$ cat config.mk
export PLATFORM = sky130hd
export DESIGN_NAME = edma
export DESIGN_NICKNAME = d
export VERILOG_FILES = /design/src/edma_pkg.sv /design/src/edma_ctrl_if.sv /design/src/edma.sv /design/src/edma_ctrl.sv /design/src/edma_regs.sv
export VERILOG_INCLUDE_DIRS = /design/src
export SDC_FILE = /design/constraint.sdc
export NUM_CORES = 1
export LEC_CHECK = 0
export CORE_MARGIN = 4
export CORE_UTILIZATION = 55
export CTS_BUF_LIST = sky130_fd_sc_hd__clkbuf_16
export DETAILED_ROUTE_END_ITERATION = 7
export DONT_BUFFER_PORTS = 1
export HOLD_SLACK_MARGIN = 0.03
export PLACE_DENSITY = 0.74
export SETUP_SLACK_MARGIN = 0.15
export SLEW_MARGIN = 0
export SYNTH_ARGS = -nofsm -noshare
export SYNTH_HDL_FRONTEND = slang
export SYNTH_SLANG_ARGS = --single-unit
$ cat constraint.sdc
create_clock -name clk -period 4.5 [get_ports clk]
set_input_delay 0.225 -clock clk [delete_from_list [all_inputs] [get_ports clk]]
set_output_delay 0.225 -clock clk [all_outputs]
set_load 0.01 [all_outputs]
$ cat src/edma_settings.svh
// edma channel settings
`ifndef EDMA_SETTINGS_SVH
`define EDMA_SETTINGS_SVH

// ####################
// widths
// ####################
`define EDMA_AW 32                          // address and data width
`define EDMA_PW (2*`EDMA_AW+40)             // emesh packet width

// group id matched against register address bits 10 to 7
`define EDMA_ID 4'h5

// ####################
// emesh packet layout
// ####################
`define EDMA_P_WRITE 0                      // write flag
`define EDMA_P_DMODE 1                      // 2 bit datamode
`define EDMA_P_CMODE 3                      // 5 bit ctrlmode
`define EDMA_P_DST   8                      // destination address
`define EDMA_P_DATA  (`EDMA_P_DST+`EDMA_AW)  // write data
`define EDMA_P_SRC   (`EDMA_P_DATA+`EDMA_AW) // return address on reads

// register indices in address bits 6 to 2
`define EDMA_CONFIG  5'd0
`define EDMA_STRIDE  5'd1
`define EDMA_COUNT   5'd2
`define EDMA_SPARE   5'd3
`define EDMA_SRCADDR 5'd4
`define EDMA_DSTADDR 5'd5

// config bits (next descriptor lives in the upper half)
`define EDMA_CFG_EN     0
`define EDMA_CFG_MASTER 1
`define EDMA_CFG_CHAIN  2
`define EDMA_CFG_MANUAL 3

// count word halves
`define EDMA_CNT_INNER 0
`define EDMA_CNT_OUTER 1

`endif
$ cat src/edma_pkg.sv
// edma shared types
`default_nettype none

`include "edma_settings.svh"

package edma_pkg;

  // sequencer states
  typedef enum logic [3:0] {
    IDLE       = 4'd0,   // waiting for enable
    FETCH0     = 4'd1,   // config and stride
    FETCH1     = 4'd2,   // count and spare
    FETCH2     = 4'd3,   // source and destination
    FETCH_WAIT = 4'd4,   // until dstaddr lands
    INNER      = 4'd5,   // row beats
    OUTER      = 4'd6,   // row jump
    DONE       = 4'd7
  } edma_state_t;

  // count register
  // host writes the whole word
  // loops look at the two halves
  typedef union packed {
    logic [`EDMA_AW-1:0]          word;
    logic [1:0][`EDMA_AW/2-1:0]   half;   // [1] outer, [0] inner
  } edma_count_u;

endpackage

`default_nettype wire

$ cat src/edma_ctrl_if.sv
// edma sequencer to register link
`default_nettype none

interface edma_ctrl_if
  import edma_pkg::*;
();

  // from the register block
  logic        dma_en;         // channel enable
  logic        chainmode;      // follow next pointer
  logic        manualmode;     // no descriptor fetch
  logic        mastermode;     // self paced beats
  edma_count_u count;          // live loop counts
  logic [15:0] next_descr;     // next descriptor pointer
  logic        descr_loaded;   // last descriptor word written

  // from the sequencer
  logic        update;         // beat this cycle
  logic        in_outer;       // row jump pending
  edma_state_t state;

  modport regs (
    output dma_en, chainmode, manualmode, mastermode, count, next_descr, descr_loaded,
    input  update, in_outer, state
  );

  modport ctrl (
    input  dma_en, chainmode, manualmode, mastermode, count, next_descr, descr_loaded,
    output update, in_outer, state
  );

endinterface

`default_nettype wire

$ cat src/edma.sv
// edma channel top
`default_nettype none

`include "edma_settings.svh"

module edma
  import edma_pkg::*;
(
  input  logic                clk,
  input  logic                nreset,
  // register write port
  input  logic                reg_access,
  input  logic [`EDMA_PW-1:0] reg_packet,
  // descriptor fetch port
  input  logic                fetch_wait,
  output logic                fetch_access,
  output logic [`EDMA_PW-1:0] fetch_packet,
  // beat port
  input  logic                access_in,
  input  logic                wait_in,
  output logic                access_out,
  output logic                update,         // beat strobe
  output logic [`EDMA_AW-1:0] srcaddr,
  output logic [`EDMA_AW-1:0] dstaddr,
  // status
  output edma_state_t         dma_state
);

  // ####################
  // sequencer link
  // ####################
  edma_ctrl_if bus ();

  assign update = bus.update;

  // ####################
  // registers
  // ####################
  edma_regs u_regs (
    .clk        (clk),
    .nreset     (nreset),
    .reg_access (reg_access),
    .reg_packet (reg_packet),
    .srcaddr    (srcaddr),
    .dstaddr    (dstaddr),
    .bus        (bus.regs)
  );

  // ####################
  // sequencer
  // ####################
  edma_ctrl u_ctrl (
    .clk          (clk),
    .nreset       (nreset),
    .fetch_wait   (fetch_wait),
    .access_in    (access_in),
    .wait_in      (wait_in),
    .fetch_access (fetch_access),
    .fetch_packet (fetch_packet),
    .access_out   (access_out),
    .dma_state    (dma_state),
    .bus          (bus.ctrl)
  );

endmodule

`default_nettype wire

$ cat src/edma_ctrl.sv
// edma sequencer
`default_nettype none

`include "edma_settings.svh"

module edma_ctrl
  import edma_pkg::*;
(
  input  logic                clk,
  input  logic                nreset,
  input  logic                fetch_wait,     // fetch port stall
  input  logic                access_in,      // slave beat request
  input  logic                wait_in,        // beat stall
  output logic                fetch_access,
  output logic [`EDMA_PW-1:0] fetch_packet,
  output logic                access_out,     // master beat request
  output edma_state_t         dma_state,
  edma_ctrl_if.ctrl           bus
);

  edma_state_t         state;
  edma_state_t         next_state;
  logic                inner_zero;
  logic                outer_zero;
  logic                update;
  logic                enter_fetch;
  logic                sel0;            // one-hot fetch selects
  logic                sel1;
  logic                sel2;
  logic [15:0]         descr_base;
  logic [15:0]         fetch_addr;
  logic [4:0]          fetch_idx;
  logic [`EDMA_AW-1:0] fetch_src;

  // ####################
  // beat pacing
  // ####################
  assign inner_zero = ~|bus.count.half[`EDMA_CNT_INNER];
  assign outer_zero = ~|bus.count.half[`EDMA_CNT_OUTER];

  assign access_out = bus.mastermode & ((state == INNER) | (state == OUTER));
  assign update     = ~wait_in & (access_out | access_in);

  assign bus.update   = update;
  assign bus.in_outer = (state == OUTER);
  assign bus.state    = state;
  assign dma_state    = state;

  // ####################
  // state machine
  // ####################
  always_comb begin
    next_state = state;
    case (state)
      IDLE: begin
        if (bus.dma_en) begin
          next_state = bus.manualmode ? INNER : FETCH0;
        end
      end
      FETCH0:     next_state = fetch_wait ? FETCH0 : FETCH1;
      FETCH1:     next_state = fetch_wait ? FETCH1 : FETCH2;
      FETCH2:     next_state = fetch_wait ? FETCH2 : FETCH_WAIT;
      FETCH_WAIT: next_state = bus.descr_loaded ? INNER : FETCH_WAIT;
      INNER: begin
        if (update && inner_zero) begin
          next_state = outer_zero ? DONE : OUTER;   // last beat of row
        end
      end
      OUTER:      next_state = update ? INNER : OUTER;
      DONE: begin
        if (bus.chainmode) begin
          next_state = bus.manualmode ? IDLE : FETCH0;
        end else if (!bus.dma_en) begin
          next_state = IDLE;
        end
      end
      default:    next_state = IDLE;
    endcase
  end

  always_ff @(posedge clk or negedge nreset) begin
    if (!nreset) begin
      state <= IDLE;
    end else begin
      state <= next_state;
    end
  end

  // ####################
  // descriptor fetch
  // ####################
  assign enter_fetch = (next_state == FETCH0) & (state != FETCH0);

  // base captured once per descriptor
  always_ff @(posedge clk) begin
    if (enter_fetch) begin
      descr_base <= bus.next_descr;
    end
  end

  assign sel0 = (state == FETCH0);
  assign sel1 = (state == FETCH1);
  assign sel2 = (state == FETCH2);

  assign fetch_access = sel0 | sel1 | sel2;

  // double word offset per fetch
  assign fetch_addr = ({16{sel0}} & descr_base) |
                      ({16{sel1}} & (descr_base + 16'd8)) |
                      ({16{sel2}} & (descr_base + 16'd16));

  // first register each reply fills
  assign fetch_idx = ({5{sel0}} & `EDMA_CONFIG) |
                     ({5{sel1}} & `EDMA_COUNT) |
                     ({5{sel2}} & `EDMA_SRCADDR);

  // return address in our own register space
  assign fetch_src = {{(`EDMA_AW-11){1'b0}}, `EDMA_ID, fetch_idx, 2'b00};

  always_comb begin
    fetch_packet                              = '0;
    fetch_packet[`EDMA_P_WRITE]               = 1'b0;    // read
    fetch_packet[`EDMA_P_DMODE +: 2]          = 2'b11;   // double word
    fetch_packet[`EDMA_P_CMODE +: 5]          = 5'b0;
    fetch_packet[`EDMA_P_DST +: `EDMA_AW]     = {{(`EDMA_AW-16){1'b0}}, fetch_addr};
    fetch_packet[`EDMA_P_DATA +: `EDMA_AW]    = '0;
    fetch_packet[`EDMA_P_SRC +: `EDMA_AW]     = fetch_src;
  end

endmodule

`default_nettype wire

$ cat src/edma_regs.sv
// edma channel registers
`default_nettype none

`include "edma_settings.svh"

module edma_regs
  import edma_pkg::*;
(
  input  logic                clk,
  input  logic                nreset,
  input  logic                reg_access,   // packet valid
  input  logic [`EDMA_PW-1:0] reg_packet,
  output logic [`EDMA_AW-1:0] srcaddr,      // current source beat address
  output logic [`EDMA_AW-1:0] dstaddr,      // current destination beat address
  edma_ctrl_if.regs           bus
);

  // packet decode
  logic                  wr_en;
  logic [4:0]            wr_idx;
  logic [`EDMA_AW-1:0]   wr_data;
  logic                  wr_cfg;
  logic                  wr_stride;
  logic                  wr_cnt;
  logic                  wr_src;
  logic                  wr_dst;

  // register state
  logic [3:0]            cfg_q;          // en master chain manual
  logic [15:0]           next_q;         // next descriptor pointer
  logic [`EDMA_AW-1:0]   stride_q;
  edma_count_u           count_q;
  logic [`EDMA_AW/2-1:0] reload_q;       // inner count as written
  logic                  descr_loaded_q;

  // stepping
  logic                  step_inner;
  logic                  step_outer;
  logic [`EDMA_AW-1:0]   stride_in;
  logic [`EDMA_AW-1:0]   stride_out;
  logic [`EDMA_AW-1:0]   step;

  // ####################
  // write decode
  // ####################
  assign wr_en   = reg_access & reg_packet[`EDMA_P_WRITE] &
                   (reg_packet[`EDMA_P_DST+7 +: 4] == `EDMA_ID);   // only our group
  assign wr_idx  = reg_packet[`EDMA_P_DST+2 +: 5];                 // word index
  assign wr_data = reg_packet[`EDMA_P_DATA +: `EDMA_AW];

  always_comb begin
    wr_cfg    = 1'b0;
    wr_stride = 1'b0;
    wr_cnt    = 1'b0;
    wr_src    = 1'b0;
    wr_dst    = 1'b0;
    if (wr_en) begin
      case (wr_idx)
        `EDMA_CONFIG:  wr_cfg    = 1'b1;
        `EDMA_STRIDE:  wr_stride = 1'b1;
        `EDMA_COUNT:   wr_cnt    = 1'b1;
        `EDMA_SPARE:   wr_cnt    = 1'b0;   // second word of fetch1 is dropped
        `EDMA_SRCADDR: wr_src    = 1'b1;
        `EDMA_DSTADDR: wr_dst    = 1'b1;
        default:       wr_cfg    = 1'b0;   // unmapped index
      endcase
    end
  end

  // ####################
  // stepping
  // ####################
  // inner beat only while rows have beats left
  assign step_inner = bus.update & (bus.state == INNER) &
                      (|count_q.half[`EDMA_CNT_INNER]);
  assign step_outer = bus.update & bus.in_outer;

  // strides are signed 16 bit
  assign stride_in  = {{(`EDMA_AW/2){stride_q[`EDMA_AW/2-1]}}, stride_q[`EDMA_AW/2-1:0]};
  assign stride_out = {{(`EDMA_AW/2){stride_q[`EDMA_AW-1]}}, stride_q[`EDMA_AW-1 -: 16]};
  assign step       = step_outer ? stride_out : stride_in;

  // control registers
  always_ff @(posedge clk or negedge nreset) begin
    if (!nreset) begin
      cfg_q          <= '0;
      next_q         <= '0;
      descr_loaded_q <= 1'b0;
    end else begin
      descr_loaded_q <= wr_dst;                   // single cycle pulse
      if (wr_cfg) begin
        cfg_q  <= wr_data[3:0];
        next_q <= wr_data[`EDMA_AW-1 -: 16];
      end
    end
  end

  // loop counts where a host write wins over a step
  always_ff @(posedge clk or negedge nreset) begin
    if (!nreset) begin
      count_q <= '0;
    end else if (wr_cnt) begin
      count_q.word <= wr_data;
    end else if (step_outer) begin
      count_q.half[`EDMA_CNT_OUTER] <= count_q.half[`EDMA_CNT_OUTER] - 1'b1;
      count_q.half[`EDMA_CNT_INNER] <= reload_q;  // new row
    end else if (step_inner) begin
      count_q.half[`EDMA_CNT_INNER] <= count_q.half[`EDMA_CNT_INNER] - 1'b1;
    end
  end

  // payload registers
  always_ff @(posedge clk) begin
    if (wr_cnt) begin
      reload_q <= wr_data[`EDMA_AW/2-1:0];
    end
    if (wr_stride) begin
      stride_q <= wr_data;
    end
    if (wr_src) begin
      srcaddr <= wr_data;
    end else if (step_inner | step_outer) begin
      srcaddr <= srcaddr + step;
    end
    if (wr_dst) begin
      dstaddr <= wr_data;
    end else if (step_inner | step_outer) begin
      dstaddr <= dstaddr + step;
    end
  end

  // to the sequencer
  assign bus.dma_en       = cfg_q[`EDMA_CFG_EN];
  assign bus.mastermode   = cfg_q[`EDMA_CFG_MASTER];
  assign bus.chainmode    = cfg_q[`EDMA_CFG_CHAIN];
  assign bus.manualmode   = cfg_q[`EDMA_CFG_MANUAL];
  assign bus.count        = count_q;
  assign bus.next_descr   = next_q;
  assign bus.descr_loaded = descr_loaded_q;

endmodule

`default_nettype wire

== After elaboration in Yosys (flattened, before gate mapping) ==
Cells that the tools add are included.
Storage, ports and cells
  bits of input ports: 110
  output and inout port bits: 175
  word-level logic and storage cells: 93
  bits in registers: 185
Cells by class
  eq/ne operators: 14
  mux-type cells: 32
  bitwise gates (word level): 20
  $add $sub $neg: 6
  reduce and logical (&&, ||, !) cells: 10
Operators by type and width (number)
  2-to-1 mux 32 bit: 6
  adder 32 bit: 2
  bitwise AND 16 bit: 3
  2-to-1 mux 16 bit: 3
  bitwise OR 16 bit: 2
  case mux 4 bit (8 select lines): 1
  OR reduction 16 bit: 2
  subtractor 16 x 1 -> 16 bit (second input constant): 2
  equality test 4 x 3 -> 1 bit (second input constant): 5
  adder 16 x 4 -> 16 bit (second input constant): 1
  adder 16 x 5 -> 16 bit (second input constant): 1
  2-to-1 mux 4 bit: 4
  2-to-1 mux 1 bit: 14
  equality test 5 x 3 -> 1 bit (second input constant): 2
  bitwise AND 1 bit: 8
  equality test 4 x 1 -> 1 bit (second input constant): 2
  equality test 4 x 2 -> 1 bit (second input constant): 2
  2-to-1 mux 3 bit: 2
  nonzero test 2 bit: 3
  equality test 5 x 1 -> 1 bit (second input constant): 1
  equality test 5 x 2 -> 1 bit (second input constant): 1
  zero test 5 bit: 1
  bitwise OR 1 bit: 5
  zero test 4 bit: 1
  other kinds (7): 8

== Longest topological paths before layout ==
  word-level depth: 10
  mapped depth: 19
  depth with buffers taken out: 16

== Cells and area by module ==
From an unflattened synthesis, not the netlist that was laid out.
Second synthesis, totals
  cells, all modules: 1327
  area, all modules: 12575.8 um^2
By module, submodules not included
  edma_regs: seq. area each 4689.5 um^2, instances 1, cells each 1062, area each 10402.5 um^2
  edma_ctrl: seq. area each 580.6 um^2, instances 1, cells each 265, area each 2173.3 um^2

== Least setup slack after synthesis ==
Ideal clock, no wire load.
  path kind: reg2reg
  start point: register u_ctrl.state[0], in the netlist u_ctrl.bus.state[0]
  end point: register u_regs.dstaddr[28], data pin
  required time: 4333 ps
  data arrival time: 4038 ps
  path buffers: 3
  setup slack: 295 ps
  library setup time: 167 ps
  clock period less this slack: 4205 ps
  stages on the path, launching flop included: 20
  cell sequence: dfrtp_1 nand2b_1 nor4_4 buf_2 buf_2 buf_1 nand2_1 nand2_1 ha_1 inv_1 fa_1 nor2b_4 o31a_1 a21o_1 a21bo_2 o2111ai_4 a21oi_2 o21ai_1 o2111a_1 a211oi_1
On the way
  longest elaborated chain between the ends: 10
  elaborated cells between the ends (all ways): 11
  classes of those cells: add/sub (1); eq/ne (2); mux (3); bitwise (5)
RTL lines
  from (decl): RTL line edma_ctrl.sv:21  | edma_state_t state;
  from (signal assigned): RTL line edma_ctrl.sv:85  | state <= next_state;
  equality test 4 x 3 -> 1 bit (on tied branches): RTL line edma_ctrl.sv:41, edma_ctrl.sv:45
  bitwise OR 1 bit: RTL line edma_ctrl.sv:41  | assign access_out = bus.mastermode & ((state == INNER) | (state == OUTER));
  bitwise AND 1 bit: RTL line edma_ctrl.sv:41
  bitwise OR 1 bit: RTL line edma_ctrl.sv:42  | assign update = ~wait_in & (access_out | access_in);
  bitwise AND 1 bit: RTL line edma_ctrl.sv:42
  bitwise AND 1 bit *: RTL line edma_regs.sv:76  | assign step_outer = bus.update & bus.in_outer;
  2-to-1 mux 32 bit *: RTL line edma_regs.sv:81  | assign step = step_outer ? stride_out : stride_in;
  adder 32 bit *: RTL line edma_regs.sv:128  | dstaddr <= dstaddr + step;
  2-to-1 mux 32 bit *: RTL line edma_regs.sv:127  | end else if (step_inner | step_outer) begin
  2-to-1 mux 32 bit *: RTL line edma_regs.sv:125  | if (wr_dst) begin
  to (signal assigned): RTL line edma_regs.sv:126  | dstaddr <= wr_data;
  to (signal assigned): RTL line edma_regs.sv:128
  to (decl): RTL line edma_regs.sv:14  | output logic [`EDMA_AW-1:0] dstaddr,
Every way passes the cells marked *; elsewhere a longest branch is shown, timed or not. The select of a mux whose other input is x is not followed.
A chain may end at the register's enable or synchronous reset.

== Final worst setup path ==
Same ends and word-level chain as after synthesis.

==> results by group <==
Run status
  – Status: completed

Logic synthesis
  – #FFs+latches synth: 185
  – Async S/R FF share, synth: a little under a third
  – Post-synth EDFFs: 128
  – Syn Inst Count: 1318
  – Synth cell count leaders: nand2_1 (154), edfxtp_1 (128), nor2_1 (120)
  – Top FF cell, synth: edfxtp_1
  – Syn_area_per_cell: 9.438 sq um
  – Yosys top cell by area: edfxtp_1
  – Synth unique cells: 83
  – Synthesized area: 0.01244 sq mm
  – Warnings, synthesis: 0
  – Sequential element share of the synthesized area: between 40% and 50%
  – Most common cell in the netlist: nand2_1
  – Synth area leaders: edfxtp_1 (31%), dfrtp_1 (11%), ha_1 (7.2%)
  – Yosys top cell area share: 30.90%

Global routing
  – Pin count of the biggest net entering global routing: 58
  – Total track usage: 26.35%
  – Vias in the first global route: about 9.3k
  – Initial antenna violation count: 2
  – Grt total ovfl: 0
  – First-pass GRT wire length: 51.07 mm

Flow run
  – Max_cap viols: 0

STA
  – Crit share post-route: 92.00%
  – Final setup viols: 0
  – Min cycle time layout: 4.140 ns
  – Slew HR: 31.44%
  – Slew Limit Fails: 0
  – Final hold violations: 0
  – Slew @ Worst Pin: slightly above 1 ns
  – Clock Skew: roughly 0.011 ns
  – Unrepaired setup endpoints after global routing: false
  – Fmax: approximately 240 MHz
  – Setup tns final: 0 ns

Routing
  – Post-DR wirelength/cell: 20.54 um
  – Iteration-0 DRC Markers: between 800 and 900
  – DRC violations left: 0
  – Drt pass-1 iters: 5
  – Antenna viol nets, final: 0
  – Vias: 10.01k
  – Drt via density: 6.067
  – Post-Route WL: 33.87 mm

Clock tree
  – CTS sink count: 185
  – CTS tree: built
  – Clock Pin Slew Worst Setup and Hold Paths: 0.07 ns
  – H-tree depth: 4
  – Inserted Clock Buffers: 17
  – CTS max path bufs: 2
  – CTS Root Cell: clkbuf_16
  – Clk_lat worst skew: between 0.4 and 0.5 ns

Die
  – Die Y: 158.4 um
  – Core footprint: 0.02203 sq mm
  – I/O pins: roughly 290
  – DIE WIDTH: 158.4 um
  – Initial Utilization: about 56%
  – Die area: roughly 0.025 sq mm
  – Rows: 54

Place
  – Detailed placement HPWL: 23.50 mm
  – Placement Cell Area: 0.01244 sq mm
  – Final GP Congestion: 0.9201
  – Port Buffer Count: 0
  – Number of cells after detailed placement: 1574

Worst setup path
  – Worst Path Arrival: about 4.4 ns
  – Most common cell on crit path: nand2_1
  – Worst path cell trace: nand2b_1, nor4_4, buf_4, buf_6, nand2_1, nand2_1, ha_1, inv_1, fa_1, nor2b_4, o31a_1, a21o_1, a21bo_2, o2111ai_4, a21oi_2, o21ai_1, o2111a_1, a211oi_1
  – Crit Path Class: reg2reg
  – Register-to-register setup slack: roughly 0.36 ns
  – Crit. End Element: register
  – CP max stage delay: 0.45 ns
  – Slowest cell on crit path: fa_1
  – CP startpoint kind: register
  – CP Max Fanout: 17
  – CP Data Required Time: 4.76 ns

Power and ir drop
  – Final Power: 3.520 mW
  – PwrDens: 260.7 mW/mm^2
  – Max VDD drop: 0.0002456 V
  – P_leak: 5.567 nW

Cells and area
  – FILL cells: 1824
  – NumNets Final: between 1.5k and 2k
  – Final cell count without fillers: 1649
  – Post-route cell area: 0.01350 sq mm
  – Layout cells sized above 1: between 8 and 9%
  – Area delta synth->final: 8.519%

Min path
  – Worst hold-check path type: in2reg
## metal layers
| metal | vias up | global-route usage (%) | routed length, um |
|---|---|---|---|
| met5 | - | 0 | 0 |
| met2 | 464 | 43.51 | 16050 |
| li1 | 4708 | - | - |
| met1 | 4749 | 32.94 | 13450 |
| met4 | 0 | 11.09 | 1313 |
| met3 | 84 | 6.904 | 3059 |
## power by group
group / switching [mW] / internal, mW
Combinational: 0.111 / 0.0514
Sequential: 0.0147 / 1.83
Clock: 0.685 / 0.831
Total: 0.811 / 2.71
## cell type report
type	instances	area, sq um	share of cell area, %
sequential	185	5270	39.04
timing repair buffer	62	589.3	4.366
clock buffer	19	475.5	3.522
inverter	39	146.4	1.084
antenna	3	7.507	0.05561
multi-input combinational	1048	6551	48.53
clock inverter	13	108.9	0.8064
tap	280	350.3	2.595
## cell families after synthesis
group / synth area share [%]
simple gates: 16.09
compound gates: 18.75
flops: 42.37
buf+inv: 7.906
fa+ha+maj: 7.564
xor+xnor: 4.858
mux: 2.404
other cells: 0.06037
## critical path: cells and delay by family, from the launching register on
kind                     cells  cell delay [ns]
AND/OR/NAND/NOR              5             0.81
adder cells (fa/ha/maj)      2             0.66
AO/OA/AOI/OAI                8             1.68
buffers and inverters        3             0.43
flip-flops                   1             0.38
## per-stage QoR
step	utilization, %	setup slack [ns]	hold slack [ns]
final	61.29	0.3602	0.03968
after global routing	61.29	0.1385	0.04329
after CTS	60.91	0.3118	0.03011
after detailed placement	56.50	0.3289	-0.06896
after global placement	56.50	0.3969	-0.06761
after floorplan	-	0.2951	-0.07059
## state kept, by name, indices dropped and copies added, names as in the netlist
name and cells:
u_regs.bus.next_descr 16, u_regs.srcaddr 32, u_ctrl.bus.state 4, u_ctrl.descr_base 16
u_regs.dstaddr 32, u_regs.reload_q 16, u_regs.bus.descr_loaded 1, u_regs.stride_q 32
u_regs.cfg_q 4, u_regs.bus.count 32
## final timing paths
path | from | to | cells after the start
worst max-delay path | u_ctrl.bus.state[0] | u_regs.dstaddr[28] | 18
min in group asynchronous | nreset | u_regs.bus.next_descr[2] | 2
worst max register to register | u_ctrl.bus.state[0] | u_regs.dstaddr[28] | 18
max in group asynchronous | nreset | u_regs.bus.next_descr[15] | 2
worst min-delay path | reg_packet[52] | u_regs.dstaddr[12] | 2
worst min register to register | u_regs.bus.next_descr[11] | u_ctrl.descr_base[11] | 0
## cell usage in the layout, fill, tap and decap left out, types with 13 or more instances in the layout
cell | synthesis | final
conb_1 | 2 | 87
nand3_1 | 22 | 21
ha_1 | 72 | 70
o31ai_1 | 22 | 22
xor2_1 | 32 | 32
nand2_1 | 154 | 154
a21oi_1 | 102 | 102
a21o_1 | 32 | 32
xnor2_1 | 37 | 37
dfrtp_1 | 57 | 57
nor3_1 | 25 | 24
edfxtp_1 | 128 | 128
and3_1 | 17 | 17
clkbuf_16 | 0 | 19
buf_4 | 89 | 21
nor2_1 | 120 | 119
inv_1 | 37 | 38
o21ai_0 | 89 | 88
nand2b_1 | 13 | 13
o21ai_1 | 13 | 14
a211oi_1 | 14 | 13
mux2_2 | 23 | 23
dlygate4sd3_1 | 0 | 37
## what timing repair did
item	CTS	global route
endpoints found under the hold margin	193	1
gates resized for setup	0	13
endpoints found under the setup margin	0	16
setup buffers	0	2
hold buffers	37	1
(Power assumes the default switching activity.)
